[config.mk]
export PLATFORM = sky130hd
export DESIGN_NAME = video_scale_top
export DESIGN_NICKNAME = d
export VERILOG_FILES = /design/src/verilog/io_cmd_pkg.sv /design/src/verilog/video_geom_pkg.sv /design/src/verilog/umuldiv.sv /design/src/verilog/io_cmd_decoder.sv /design/src/verilog/aspect_select.sv /design/src/verilog/window_calc.sv /design/src/verilog/video_scale_top.sv
export SDC_FILE = /design/constraint.sdc
export NUM_CORES = 1
export LEC_CHECK = 0
export CORE_MARGIN = 4
export CORE_UTILIZATION = 60
export CTS_BUF_LIST = sky130_fd_sc_hd__clkbuf_8
export DETAILED_ROUTE_END_ITERATION = 8
export DONT_BUFFER_PORTS = 1
export MAX_ROUTING_LAYER = met4
export PLACE_DENSITY = 0.79
export SYNTH_ARGS = -nofsm -noshare
export SYNTH_HDL_FRONTEND = slang
export SYNTH_HIERARCHICAL = 1
export SYNTH_SLANG_ARGS = --single-unit
[constraint.sdc]
create_clock -name clk_sys -period 4.9 [get_ports clk_sys]
set_clock_uncertainty 0.05 [all_clocks]
set_input_delay 0.49 -clock clk_sys [delete_from_list [all_inputs] [get_ports clk_sys]]
set_output_delay 0.49 -clock clk_sys [all_outputs]
set_load 0.05 [all_outputs]
[src/verilog/io_cmd_pkg.sv]
/*
 * Command set of the host configuration port.
 * Only 0x20, 0x27, 0x37 and 0x3A are decoded, and other codes are ignored.
 */
`default_nettype none

package io_cmd_pkg;

	typedef logic [7:0] io_cmd_t;

	localparam io_cmd_t CMD_TIMING = 8'h20;
	localparam io_cmd_t CMD_VSET   = 8'h27;
	localparam io_cmd_t CMD_HSET   = 8'h37;
	localparam io_cmd_t CMD_ARC    = 8'h3A;

	// Word slots inside the 0x20 timing block
	localparam logic [3:0] TIMING_WORD_WIDTH  = 4'd0;
	localparam logic [3:0] TIMING_WORD_HEIGHT = 4'd4;
	localparam logic [3:0] TIMING_WORDS       = 4'd8;

	// 0x37 reads a scale setting and 0x3A reads a ratio from the same word
	typedef union packed {
		logic [15:0] raw;
		struct packed {
			logic        freescale;
			logic [2:0]  spare;
			logic [11:0] size;
		} scale;
		struct packed {
			logic [2:0]  spare;
			logic        xy;
			logic [11:0] value;
		} ratio;
	} io_word_t;

endpackage

`default_nettype wire

[src/verilog/video_geom_pkg.sv]
/*
 * Widths and reset geometry of the output window path.
 * Sizes are 12 bits, so nothing above 4095 pixels can be expressed.
 */
`default_nettype none

package video_geom_pkg;

	localparam int DIM_W   = 12;
	localparam int RATIO_W = DIM_W + 1;

	typedef logic [DIM_W-1:0] dim_t;

	// Top bit set means the value is a pixel size, not a ratio
	typedef logic [RATIO_W-1:0] ratio_t;

	// Multiply-divide product and step counter widths
	localparam int PROD_W = 2 * DIM_W;
	localparam int STEP_W = $clog2(PROD_W);

	// 1080p output until the host sends timing
	localparam dim_t DEF_WIDTH  = 12'd1920;
	localparam dim_t DEF_HEIGHT = 12'd1080;

	// Worst case from stable settings to stable outputs
	localparam int SETTLE_CYCLES = 120;

endpackage

`default_nettype wire

[src/verilog/umuldiv.sv]
/*
 * Unsigned (mul1 * mul2) / div, low 12 bits of the quotient.
 * Busy rises after start and stays high 24 clocks. Division by zero
 * gives an all-ones quotient, so callers must avoid it.
 */
`timescale 1ns/1ps
`default_nettype none

module umuldiv (
	input  wire                       clk_sys,
	input  wire                       resetd,
	input  wire                       i_start,
	input  wire video_geom_pkg::dim_t i_mul1,
	input  wire video_geom_pkg::dim_t i_mul2,
	input  wire video_geom_pkg::dim_t i_div,
	output logic                      o_busy,
	output video_geom_pkg::dim_t      o_result
);

	logic [video_geom_pkg::STEP_W-1:0] step;
	logic [video_geom_pkg::PROD_W-1:0] quo;
	logic [video_geom_pkg::DIM_W:0]    trial;
	video_geom_pkg::dim_t              rem;
	video_geom_pkg::dim_t              divisor;

	// Remainder shifted up with the next dividend bit
	assign trial    = {rem, quo[video_geom_pkg::PROD_W-1]};
	assign o_result = quo[video_geom_pkg::DIM_W-1:0];

	always_ff @(posedge clk_sys) begin
		if (resetd) begin
			o_busy <= 1'b0;
			step   <= '0;
		end else if (i_start) begin
			o_busy <= 1'b1;
			step   <= '0;
		end else if (o_busy) begin
			step <= step + {{(video_geom_pkg::STEP_W-1){1'b0}}, 1'b1};
			if (int'(step) == video_geom_pkg::PROD_W - 1)
				o_busy <= 1'b0;
		end
	end

	// Product loads on start, then one restoring step per busy clock
	always_ff @(posedge clk_sys) begin
		if (i_start) begin
			quo     <= {{video_geom_pkg::DIM_W{1'b0}}, i_mul1} *
				{{video_geom_pkg::DIM_W{1'b0}}, i_mul2};
			rem     <= '0;
			divisor <= i_div;
		end else if (o_busy) begin
			if (trial >= {1'b0, divisor}) begin
				rem <= video_geom_pkg::dim_t'(trial - {1'b0, divisor});
				quo <= {quo[video_geom_pkg::PROD_W-2:0], 1'b1};
			end else begin
				rem <= trial[video_geom_pkg::DIM_W-1:0];
				quo <= {quo[video_geom_pkg::PROD_W-2:0], 1'b0};
			end
		end
	end

endmodule

`default_nettype wire

[src/verilog/io_cmd_decoder.sv]
/*
 * Host command decoder. Strobes must be at least 3 clocks high and 3 low.
 * There is no readback and no wait, so words arriving faster are lost.
 * Dropping i_io_uio abandons the command in progress.
 */
`timescale 1ns/1ps
`default_nettype none

module io_cmd_decoder (
	input  wire                    clk_sys,
	input  wire                    resetd,
	input  wire                    i_io_uio,
	input  wire                    i_io_strobe,
	input  wire [15:0]             i_io_din,
	output video_geom_pkg::dim_t   o_width,
	output video_geom_pkg::dim_t   o_height,
	output video_geom_pkg::dim_t   o_vset,
	output video_geom_pkg::dim_t   o_hset,
	output logic                   o_freescale,
	output video_geom_pkg::ratio_t o_arc1x,
	output video_geom_pkg::ratio_t o_arc1y,
	output video_geom_pkg::ratio_t o_arc2x,
	output video_geom_pkg::ratio_t o_arc2y
);

	logic                 strb_s;
	logic                 strb_d;
	logic                 uio_s;
	logic                 word_stb;
	logic [15:0]          din_s;
	io_cmd_pkg::io_word_t din_w;
	logic                 has_cmd;
	io_cmd_pkg::io_cmd_t  cmd;
	logic [3:0]           cnt;

	////////////////////////////// Strobe sampling

	always_ff @(posedge clk_sys) begin
		if (resetd) begin
			strb_s   <= 1'b0;
			strb_d   <= 1'b0;
			uio_s    <= 1'b0;
			word_stb <= 1'b0;
		end else begin
			strb_s   <= i_io_strobe;
			strb_d   <= strb_s;
			uio_s    <= i_io_uio;
			word_stb <= strb_s & ~strb_d & uio_s;
		end
	end

	// Data rides along with the strobe pipeline
	always_ff @(posedge clk_sys) begin
		din_s     <= i_io_din;
		din_w.raw <= din_s;
	end

	////////////////////////////// Command and registers

	always_ff @(posedge clk_sys) begin
		if (resetd) begin
			has_cmd     <= 1'b0;
			cmd         <= '0;
			cnt         <= '0;
			o_width     <= video_geom_pkg::DEF_WIDTH;
			o_height    <= video_geom_pkg::DEF_HEIGHT;
			o_vset      <= '0;
			o_hset      <= '0;
			o_freescale <= 1'b0;
			o_arc1x     <= '0;
			o_arc1y     <= '0;
			o_arc2x     <= '0;
			o_arc2y     <= '0;
		end else if (!uio_s) begin
			has_cmd <= 1'b0;
		end else if (word_stb) begin
			if (!has_cmd) begin
				has_cmd <= 1'b1;
				cmd     <= din_w.raw[7:0];
				cnt     <= '0;
			end else begin
				// Counter parks past the timing block so late words never alias
				if (cnt != io_cmd_pkg::TIMING_WORDS)
					cnt <= cnt + 4'd1;
				case (cmd)
					io_cmd_pkg::CMD_TIMING: begin
						if (cnt == io_cmd_pkg::TIMING_WORD_WIDTH)
							o_width <= din_w.raw[11:0];
						if (cnt == io_cmd_pkg::TIMING_WORD_HEIGHT)
							o_height <= din_w.raw[11:0];
					end
					io_cmd_pkg::CMD_VSET: o_vset <= din_w.raw[11:0];
					io_cmd_pkg::CMD_HSET: begin
						o_freescale <= din_w.scale.freescale;
						o_hset      <= din_w.scale.size;
					end
					io_cmd_pkg::CMD_ARC: begin
						case (cnt)
							4'd0: o_arc1x <= {din_w.ratio.xy, din_w.ratio.value};
							4'd1: o_arc1y <= {din_w.ratio.xy, din_w.ratio.value};
							4'd2: o_arc2x <= {din_w.ratio.xy, din_w.ratio.value};
							4'd3: o_arc2y <= {din_w.ratio.xy, din_w.ratio.value};
							default: ;
						endcase
					end
					default: ;
				endcase
			end
		end
	end

endmodule

`default_nettype wire

[src/verilog/aspect_select.sv]
/*
 * Ratio select and output size clamp, one register stage.
 * A zero ary turns arx into an index: 1 and 2 pick the custom ratios.
 */
`timescale 1ns/1ps
`default_nettype none

module aspect_select (
	input  wire                         clk_sys,
	input  wire                         resetd,
	input  wire video_geom_pkg::ratio_t i_arx,
	input  wire video_geom_pkg::ratio_t i_ary,
	input  wire video_geom_pkg::dim_t   i_width,
	input  wire video_geom_pkg::dim_t   i_height,
	input  wire video_geom_pkg::dim_t   i_vset,
	input  wire video_geom_pkg::dim_t   i_hset,
	input  wire video_geom_pkg::ratio_t i_arc1x,
	input  wire video_geom_pkg::ratio_t i_arc1y,
	input  wire video_geom_pkg::ratio_t i_arc2x,
	input  wire video_geom_pkg::ratio_t i_arc2y,
	output video_geom_pkg::dim_t        o_arx,
	output video_geom_pkg::dim_t        o_ary,
	output logic                        o_xy,
	output video_geom_pkg::dim_t        o_hdmi_width,
	output video_geom_pkg::dim_t        o_hdmi_height
);

	video_geom_pkg::ratio_t pick_x;
	video_geom_pkg::ratio_t pick_y;

	always_comb begin
		pick_x = i_arx;
		pick_y = i_ary;
		if (i_ary == '0) begin
			case (i_arx)
				video_geom_pkg::ratio_t'(1): begin
					pick_x = i_arc1x;
					pick_y = i_arc1y;
				end
				video_geom_pkg::ratio_t'(2): begin
					pick_x = i_arc2x;
					pick_y = i_arc2y;
				end
				default: begin
					pick_x = '0;
					pick_y = '0;
				end
			endcase
		end
	end

	always_ff @(posedge clk_sys) begin
		if (resetd) begin
			o_arx         <= '0;
			o_ary         <= '0;
			o_xy          <= 1'b0;
			o_hdmi_width  <= video_geom_pkg::DEF_WIDTH;
			o_hdmi_height <= video_geom_pkg::DEF_HEIGHT;
		end else begin
			o_arx <= pick_x[video_geom_pkg::DIM_W-1:0];
			o_ary <= pick_y[video_geom_pkg::DIM_W-1:0];
			o_xy  <= pick_x[video_geom_pkg::RATIO_W-1] | pick_y[video_geom_pkg::RATIO_W-1];
			// Override only when it shrinks the frame
			o_hdmi_width  <= (i_hset != '0 && i_hset < i_width) ? i_hset : i_width;
			o_hdmi_height <= (i_vset != '0 && i_vset < i_height) ? i_vset : i_height;
		end
	end

endmodule

`default_nettype wire

[src/verilog/window_calc.sv]
/*
 * Free-running window fit. One pass takes 57 clocks when both divides run.
 * Outputs change only at the end of a pass, and inputs are read mid-pass.
 */
`timescale 1ns/1ps
`default_nettype none

module window_calc (
	input  wire                       clk_sys,
	input  wire                       resetd,
	input  wire video_geom_pkg::dim_t i_width,
	input  wire video_geom_pkg::dim_t i_height,
	input  wire                       i_freescale,
	input  wire video_geom_pkg::dim_t i_arx,
	input  wire video_geom_pkg::dim_t i_ary,
	input  wire                       i_xy,
	input  wire video_geom_pkg::dim_t i_hdmi_width,
	input  wire video_geom_pkg::dim_t i_hdmi_height,
	output video_geom_pkg::dim_t      o_hmin,
	output video_geom_pkg::dim_t      o_hmax,
	output video_geom_pkg::dim_t      o_vmin,
	output video_geom_pkg::dim_t      o_vmax
);

	logic                 md_start;
	logic                 md_busy;
	video_geom_pkg::dim_t md_mul1;
	video_geom_pkg::dim_t md_mul2;
	video_geom_pkg::dim_t md_div;
	video_geom_pkg::dim_t md_res;
	video_geom_pkg::dim_t wcalc;
	video_geom_pkg::dim_t hcalc;
	video_geom_pkg::dim_t videow;
	video_geom_pkg::dim_t videoh;
	video_geom_pkg::dim_t h_off;
	video_geom_pkg::dim_t v_off;
	logic [2:0]           state;

	umuldiv u_muldiv (
		.clk_sys  (clk_sys),
		.resetd   (resetd),
		.i_start  (md_start),
		.i_mul1   (md_mul1),
		.i_mul2   (md_mul2),
		.i_div    (md_div),
		.o_busy   (md_busy),
		.o_result (md_res)
	);

	// Left and top borders
	assign h_off = (i_width - videow) >> 1;
	assign v_off = (i_height - videoh) >> 1;

	always_ff @(posedge clk_sys) begin
		if (resetd) begin
			state    <= 3'd0;
			md_start <= 1'b0;
			o_hmin   <= '0;
			o_hmax   <= '0;
			o_vmin   <= '0;
			o_vmax   <= '0;
		end else begin
			md_start <= 1'b0;
			state    <= state + 3'd1;
			case (state)
				// Pick the candidate size
				3'd0: begin
					if (i_freescale || i_arx == '0 || i_ary == '0) begin
						wcalc <= i_hdmi_width;
						hcalc <= i_hdmi_height;
						state <= 3'd5;
					end else if (i_xy) begin
						wcalc <= i_arx;
						hcalc <= i_ary;
						state <= 3'd5;
					end
				end
				// Width from height
				3'd1: begin
					md_mul1  <= i_hdmi_height;
					md_mul2  <= i_arx;
					md_div   <= i_ary;
					md_start <= 1'b1;
				end
				3'd2: begin
					wcalc <= md_res;
					if (md_start || md_busy)
						state <= 3'd2;
				end
				// Height from width
				3'd3: begin
					md_mul1  <= i_hdmi_width;
					md_mul2  <= i_ary;
					md_div   <= i_arx;
					md_start <= 1'b1;
				end
				3'd4: begin
					hcalc <= md_res;
					if (md_start || md_busy)
						state <= 3'd4;
				end
				3'd5: begin
					videow <= (wcalc > i_hdmi_width) ? i_hdmi_width : wcalc;
					videoh <= (hcalc > i_hdmi_height) ? i_hdmi_height : hcalc;
				end
				3'd6: begin
					o_hmin <= h_off;
					o_hmax <= h_off + videow - video_geom_pkg::dim_t'(1);
					o_vmin <= v_off;
					o_vmax <= v_off + videoh - video_geom_pkg::dim_t'(1);
					state  <= 3'd0;
				end
				default: state <= 3'd0;
			endcase
		end
	end

endmodule

`default_nettype wire

[src/verilog/video_scale_top.sv]
/*
 * Scaler geometry top. Everything runs on clk_sys.
 * Outputs settle within SETTLE_CYCLES of the last configuration change.
 */
`timescale 1ns/1ps
`default_nettype none

module video_scale_top (
	input  wire                         clk_sys,
	input  wire                         resetd,
	input  wire                         i_io_uio,
	input  wire                         i_io_strobe,
	input  wire [15:0]                  i_io_din,
	input  wire video_geom_pkg::ratio_t i_arx,
	input  wire video_geom_pkg::ratio_t i_ary,
	output wire video_geom_pkg::dim_t   o_hdmi_width,
	output wire video_geom_pkg::dim_t   o_hdmi_height,
	output wire video_geom_pkg::dim_t   o_hmin,
	output wire video_geom_pkg::dim_t   o_hmax,
	output wire video_geom_pkg::dim_t   o_vmin,
	output wire video_geom_pkg::dim_t   o_vmax
);

	wire video_geom_pkg::dim_t   cfg_width;
	wire video_geom_pkg::dim_t   cfg_height;
	wire video_geom_pkg::dim_t   cfg_vset;
	wire video_geom_pkg::dim_t   cfg_hset;
	wire                         cfg_freescale;
	wire video_geom_pkg::ratio_t cfg_arc1x;
	wire video_geom_pkg::ratio_t cfg_arc1y;
	wire video_geom_pkg::ratio_t cfg_arc2x;
	wire video_geom_pkg::ratio_t cfg_arc2y;
	wire video_geom_pkg::dim_t   sel_arx;
	wire video_geom_pkg::dim_t   sel_ary;
	wire                         sel_xy;

	io_cmd_decoder u_decoder (
		.clk_sys     (clk_sys),
		.resetd      (resetd),
		.i_io_uio    (i_io_uio),
		.i_io_strobe (i_io_strobe),
		.i_io_din    (i_io_din),
		.o_width     (cfg_width),
		.o_height    (cfg_height),
		.o_vset      (cfg_vset),
		.o_hset      (cfg_hset),
		.o_freescale (cfg_freescale),
		.o_arc1x     (cfg_arc1x),
		.o_arc1y     (cfg_arc1y),
		.o_arc2x     (cfg_arc2x),
		.o_arc2y     (cfg_arc2y)
	);

	aspect_select u_aspect (
		.clk_sys       (clk_sys),
		.resetd        (resetd),
		.i_arx         (i_arx),
		.i_ary         (i_ary),
		.i_width       (cfg_width),
		.i_height      (cfg_height),
		.i_vset        (cfg_vset),
		.i_hset        (cfg_hset),
		.i_arc1x       (cfg_arc1x),
		.i_arc1y       (cfg_arc1y),
		.i_arc2x       (cfg_arc2x),
		.i_arc2y       (cfg_arc2y),
		.o_arx         (sel_arx),
		.o_ary         (sel_ary),
		.o_xy          (sel_xy),
		.o_hdmi_width  (o_hdmi_width),
		.o_hdmi_height (o_hdmi_height)
	);

	window_calc u_window (
		.clk_sys       (clk_sys),
		.resetd        (resetd),
		.i_width       (cfg_width),
		.i_height      (cfg_height),
		.i_freescale   (cfg_freescale),
		.i_arx         (sel_arx),
		.i_ary         (sel_ary),
		.i_xy          (sel_xy),
		.i_hdmi_width  (o_hdmi_width),
		.i_hdmi_height (o_hdmi_height),
		.o_hmin        (o_hmin),
		.o_hmax        (o_hmax),
		.o_vmin        (o_vmin),
		.o_vmax        (o_vmax)
	);

endmodule

`default_nettype wire

==> reports/results.txt <==
The main combinational cell family by area after synthesis is adder cells. Detailed routing inserted a total of 19,026 vias. The number of global-route vias before repair is 18,862. The tools report the count of antenna-violating nets left after detailed routing as 0.

From synthesis to final layout, the design area changed by 13.2%. The count of standard-cell rows came out at 73. The share of flip-flops with an asynchronous set or reset is 0. In this run the horizontal extent of the chip is 209 um. At the worst endpoint, the arrival time is 5.58 ns.

Setup repair after global routing could not meet its margin everywhere. Detailed routing placed a total of 5410 um of wire on met3. On the final layout, the worst hold slack is 0.0616 ns. In this run the critical register-to-register path is launched from u_window/md_mul1[2]. The first-pass GRT wire length was 103,000 um. The critical path starts at u_window/md_mul1[2].

Number of antenna violations at the first check in global routing: 1. The DRC marker count from the first detailed-route iteration was 1,875; the post-detailed-placement half-perimeter wirelength was 45,700 um. Global placer's final weighted congestion: 0.958. STA classifies the critical path endpoint as a flip-flop. Traced cell by cell, the critical path runs through buf_6 -> buf_6 -> and2_4 -> fa_1 -> fa_2 -> fa_1 -> fa_1 -> inv_1 -> fa_1 -> inv_2 -> ha_4 -> and2_4 -> and3_4 -> and3_4 -> a221oi_4 -> xnor2_1 -> mux2_4. The synthesized design spends more area on one cell type than any other, namely dfxtp_1. TritonCTS built the clock tree. For this design, the slowest cell found on the critical path is fa_1. The category of the most critical setup path was flip-flop to flip-flop. The flow ran to the end, but the final reports show violations. The length in cells of the worst reg-to-reg path came out at 17.

Across the run, the number of max-cap violations was 0. The area share of xor/xnor cells in the synthesized design was 0.0184; the worst setup slack for register-to-register paths was -0.32 ns. Routed signal wires occupy layers up through met4. The layout net count was 2,960. The checks that failed: negative setup slack. The post-detailed-route via-to-cell ratio is 5.95. Of all nets on the critical path, the largest fanout is 6.

The min-delay analysis places its worst path in the category primary input to flip-flop. The share of cells above drive strength 1 is 0.144, and the initial cell density of the core is 0.609. The data required time at the worst endpoint was 5.26 ns. The logs give 2,508 for the synthesized instance count and 0 for the number of pins with negative max-slew slack in the final report. The worst register-to-register path ends at u_window/u_muldiv/quo[17]. The tools report the number of levels in the clock H-tree as 2. The first TritonRoute pass finished after 6 iterations.

The pin count of the biggest net entering global routing is 70. The adder-cell share of the synthesized area was 0.185; the total detailed-routing wirelength was 66,300 um. The simple-gate share of the synthesized area was 0.158. The die covers 43,800 um2.

The I/O pin count is 118. Setup violations remaining at the end of the flow were counted as 12. The sum of buffers and inverters on the critical path is 4.

The routed length per instance is 20.7 um, and the top achievable clock speed is 0.192 GHz. The shortest clock period the worst path allows after layout was 5.22 ns. The number of buffers on the longest clock path was 3; the complex-gate fraction of the synthesized area was 0.109. By area the synthesized netlist is led by dfxtp_1 (22%), edfxtp_1 (15%), ha_1 (9.9%).

The tools report the number of clock sinks as 383. The actual transition at the worst max-transition pin works out to 1.17 ns. Prior to clock tree synthesis, the placed netlist has a worst setup slack of -0.377 ns. Endpoint of the worst setup timing path: u_window/u_muldiv/quo[17]. The tools report the number of hold-slack violations in the final timing report as 0. The number of design rule violations left after detail routing came out at 0. In this run the mean area of a mapped cell was 9.69 um2. The portion of synthesized cell area occupied by the leading cell type works out to 0.217. The number of clock buffers added by TritonCTS is 61. The normalized max-slew margin was 0.223; the yosys synthesis warning count was 6. The core region is 39,900 um2. Synthesis inferred 383 register bits. Count of flip-flops with a built-in enable after synthesis: 120.

The period utilization is 1.07. The post-CTS clock slew at the launch and capture registers of the worst setup and hold paths is 0.07 ns. Root buffer selected by CTS: clkbuf_8. The die boundary height is 209 um, and the residual overflow from global routing is 0. The wire length on met2 was 31,700 um; the area of the mapped netlist was 24,300 um2.

The critical path runs through a total of 17 cells. The mux share of post-synthesis cell area was 0.0929. The clock network latency to the later pin of the worst-skew pair was 0.67 ns. The worst setup path is launched from a flip-flop.

In the synthesized netlist the dominant register cell turns out to be dfxtp_1. For this run, the slowest stage of the critical path takes 0.55 ns. The post-synthesis sequential area ratio came out at 0.365. On the critical path the largest part of the delay comes from adder cells. The minimum setup slack in the final design was -0.319 ns.

The logs give 82 for the count of distinct cell types in the synthesized netlist and 0.303 for the global-route usage over all layers. The count of buffers added on input and output ports is 0. The most common cell type on the critical path is fa_1.

For this block, wires on met1 add up to 26,600 um.
==> cell type report <==
cell class,count,area (um2)
clock buffer,68,936
clock inverter,46,268
multi-input combinational,1717,14200
antenna,2,5.00
inverter,277,1040
tap,525,657
timing repair buffer,177,1570
sequential,383,8870
fill,2971,12400
==> how the worst min path moves through the flow <==
stage	from	cells after the start	slack [ns]	end
floorplan	u_decoder/din_s[0]	0	0.26	u_decoder/din_w[0]
global placement	u_decoder/din_s[2]	0	0.26	u_decoder/din_w[2]
detailed placement	u_decoder/din_s[7]	0	0.26	u_decoder/din_w[7]
CTS	resetd	2	0.004	u_decoder/o_arc1x[11]
global route	resetd	2	0.03	u_window/o_hmax[10]
finish	resetd	2	0.06	u_window/o_vmax[10]
==> layout by cell type (no fill, tap or decap), drive strengths merged, types with 9 or more instances in the layout <==
cell type and count:
o211ai 9, mux2 60, a211oi 16, edfxtp 120
or3 10, buf 134, nand4 25, dfxtp 263
fa 105, nor4 23, inv 301, a22oi 25
o21ai 119, o31ai 10, nand2b 123, clkbuf 68
clkinv 18, and2 67, mux2i 158, dlygate4sd3 43
nor3 30, xor2 21, nand3 27, a311oi 9
o2bb2ai 12, o21a 18, xnor2 30, o311ai 9
a21oi 117, nor2 119, nand2 247, a21o 27
nor2b 16, ha 192, a31oi 12, and3 11
==> logic make-up (layout without fill, tap and decap cells) <==
group / after synthesis / count (layout)
AOI/OAI and AO/OA: 411 / 411
xor gates and xnor gates: 51 / 51
adders and majority gates: 297 / 297
buffers and inverters: 409 / 568
DFF: 383 / 383
muxes: 218 / 218
other: 1 / 4
and+or+nand+nor: 738 / 738
==> Yosys cell counts, types with 9 or more instances <==
library cell	count
o211ai_1	9
a21o_1	27
nor3_1	29
nand3_1	26
a31oi_1	9
mux2_1	20
nand4_1	19
nand2b_1	123
buf_4	22
a22oi_1	25
mux2_2	40
o21a_1	18
buf_2	14
xnor2_1	30
a311oi_1	9
or3_1	10
ha_1	192
a211oi_1	16
nor2b_1	16
nor2_1	119
o2bb2ai_1	11
o21ai_1	40
inv_1	276
mux2i_1	158
and2_1	67
nand2_1	246
edfxtp_1	120
xor2_1	21
and3_1	11
o21ai_0	75
fa_1	105
clkbuf_1	81
a21oi_1	108
dfxtp_1	263
nor4_1	19
==> worst register-to-register path, cell delays in order (launching register included) <==
cell and delay [ns]:
edfxtp_1 0.49, buf_6 0.17, buf_6 0.11, and2_4 0.15, fa_1 0.55, fa_2 0.44
fa_1 0.49, fa_1 0.53, inv_1 0.05, fa_1 0.49, inv_2 0.06, ha_4 0.27
and2_4 0.17, and3_4 0.18, and3_4 0.15, a221oi_4 0.26, xnor2_1 0.12, mux2_4 0.26
==> routing by layer <==
metal  up-vias  GRT usage
li1       8809          -
met1      9204      0.389
met2       816      0.482
met3       197     0.0553
met4         0      0.114
met5         -          -
==> what timing repair did <==
item / in CTS / in global routing
endpoints found under the hold margin: 96 / 0
pin swaps: 31 / 39
buffers inserted: 30 / 10
gates cloned: 0 / 0
hold buffers: 45 / 0
resized for setup: 45 / 68
endpoints found under the setup margin: 13 / 14
==> sequential cells by signal (all words and copies together), names as in the netlist, 13 cells and up <==
register / count
u_decoder/din_w: 14
u_decoder/o_arc2x: 13
u_decoder/o_arc1y: 13
u_decoder/din_s: 14
u_window/u_muldiv/quo: 24
u_decoder/o_arc2y: 13
u_decoder/o_arc1x: 13
==> metrics by stage <==
| stage | TNS (ns) | utilization | cells | cell area, um2 |
|---|---|---|---|---|
| after floorplan | 0 | - | 2509 | 24500 |
| after global placement | -2.49 | 0.629 | 2998 | 25100 |
| after detailed placement | -3.34 | 0.629 | 2998 | 25100 |
| after CTS | -1.38 | 0.681 | 3186 | 27200 |
| after global routing | -3.54 | 0.690 | 3194 | 27500 |
| final | -2.14 | 0.690 | 3195 | 27500 |
Power is not shown: default switching activity piles up to over one toggle a cycle in this logic, so the estimate is an artifact.
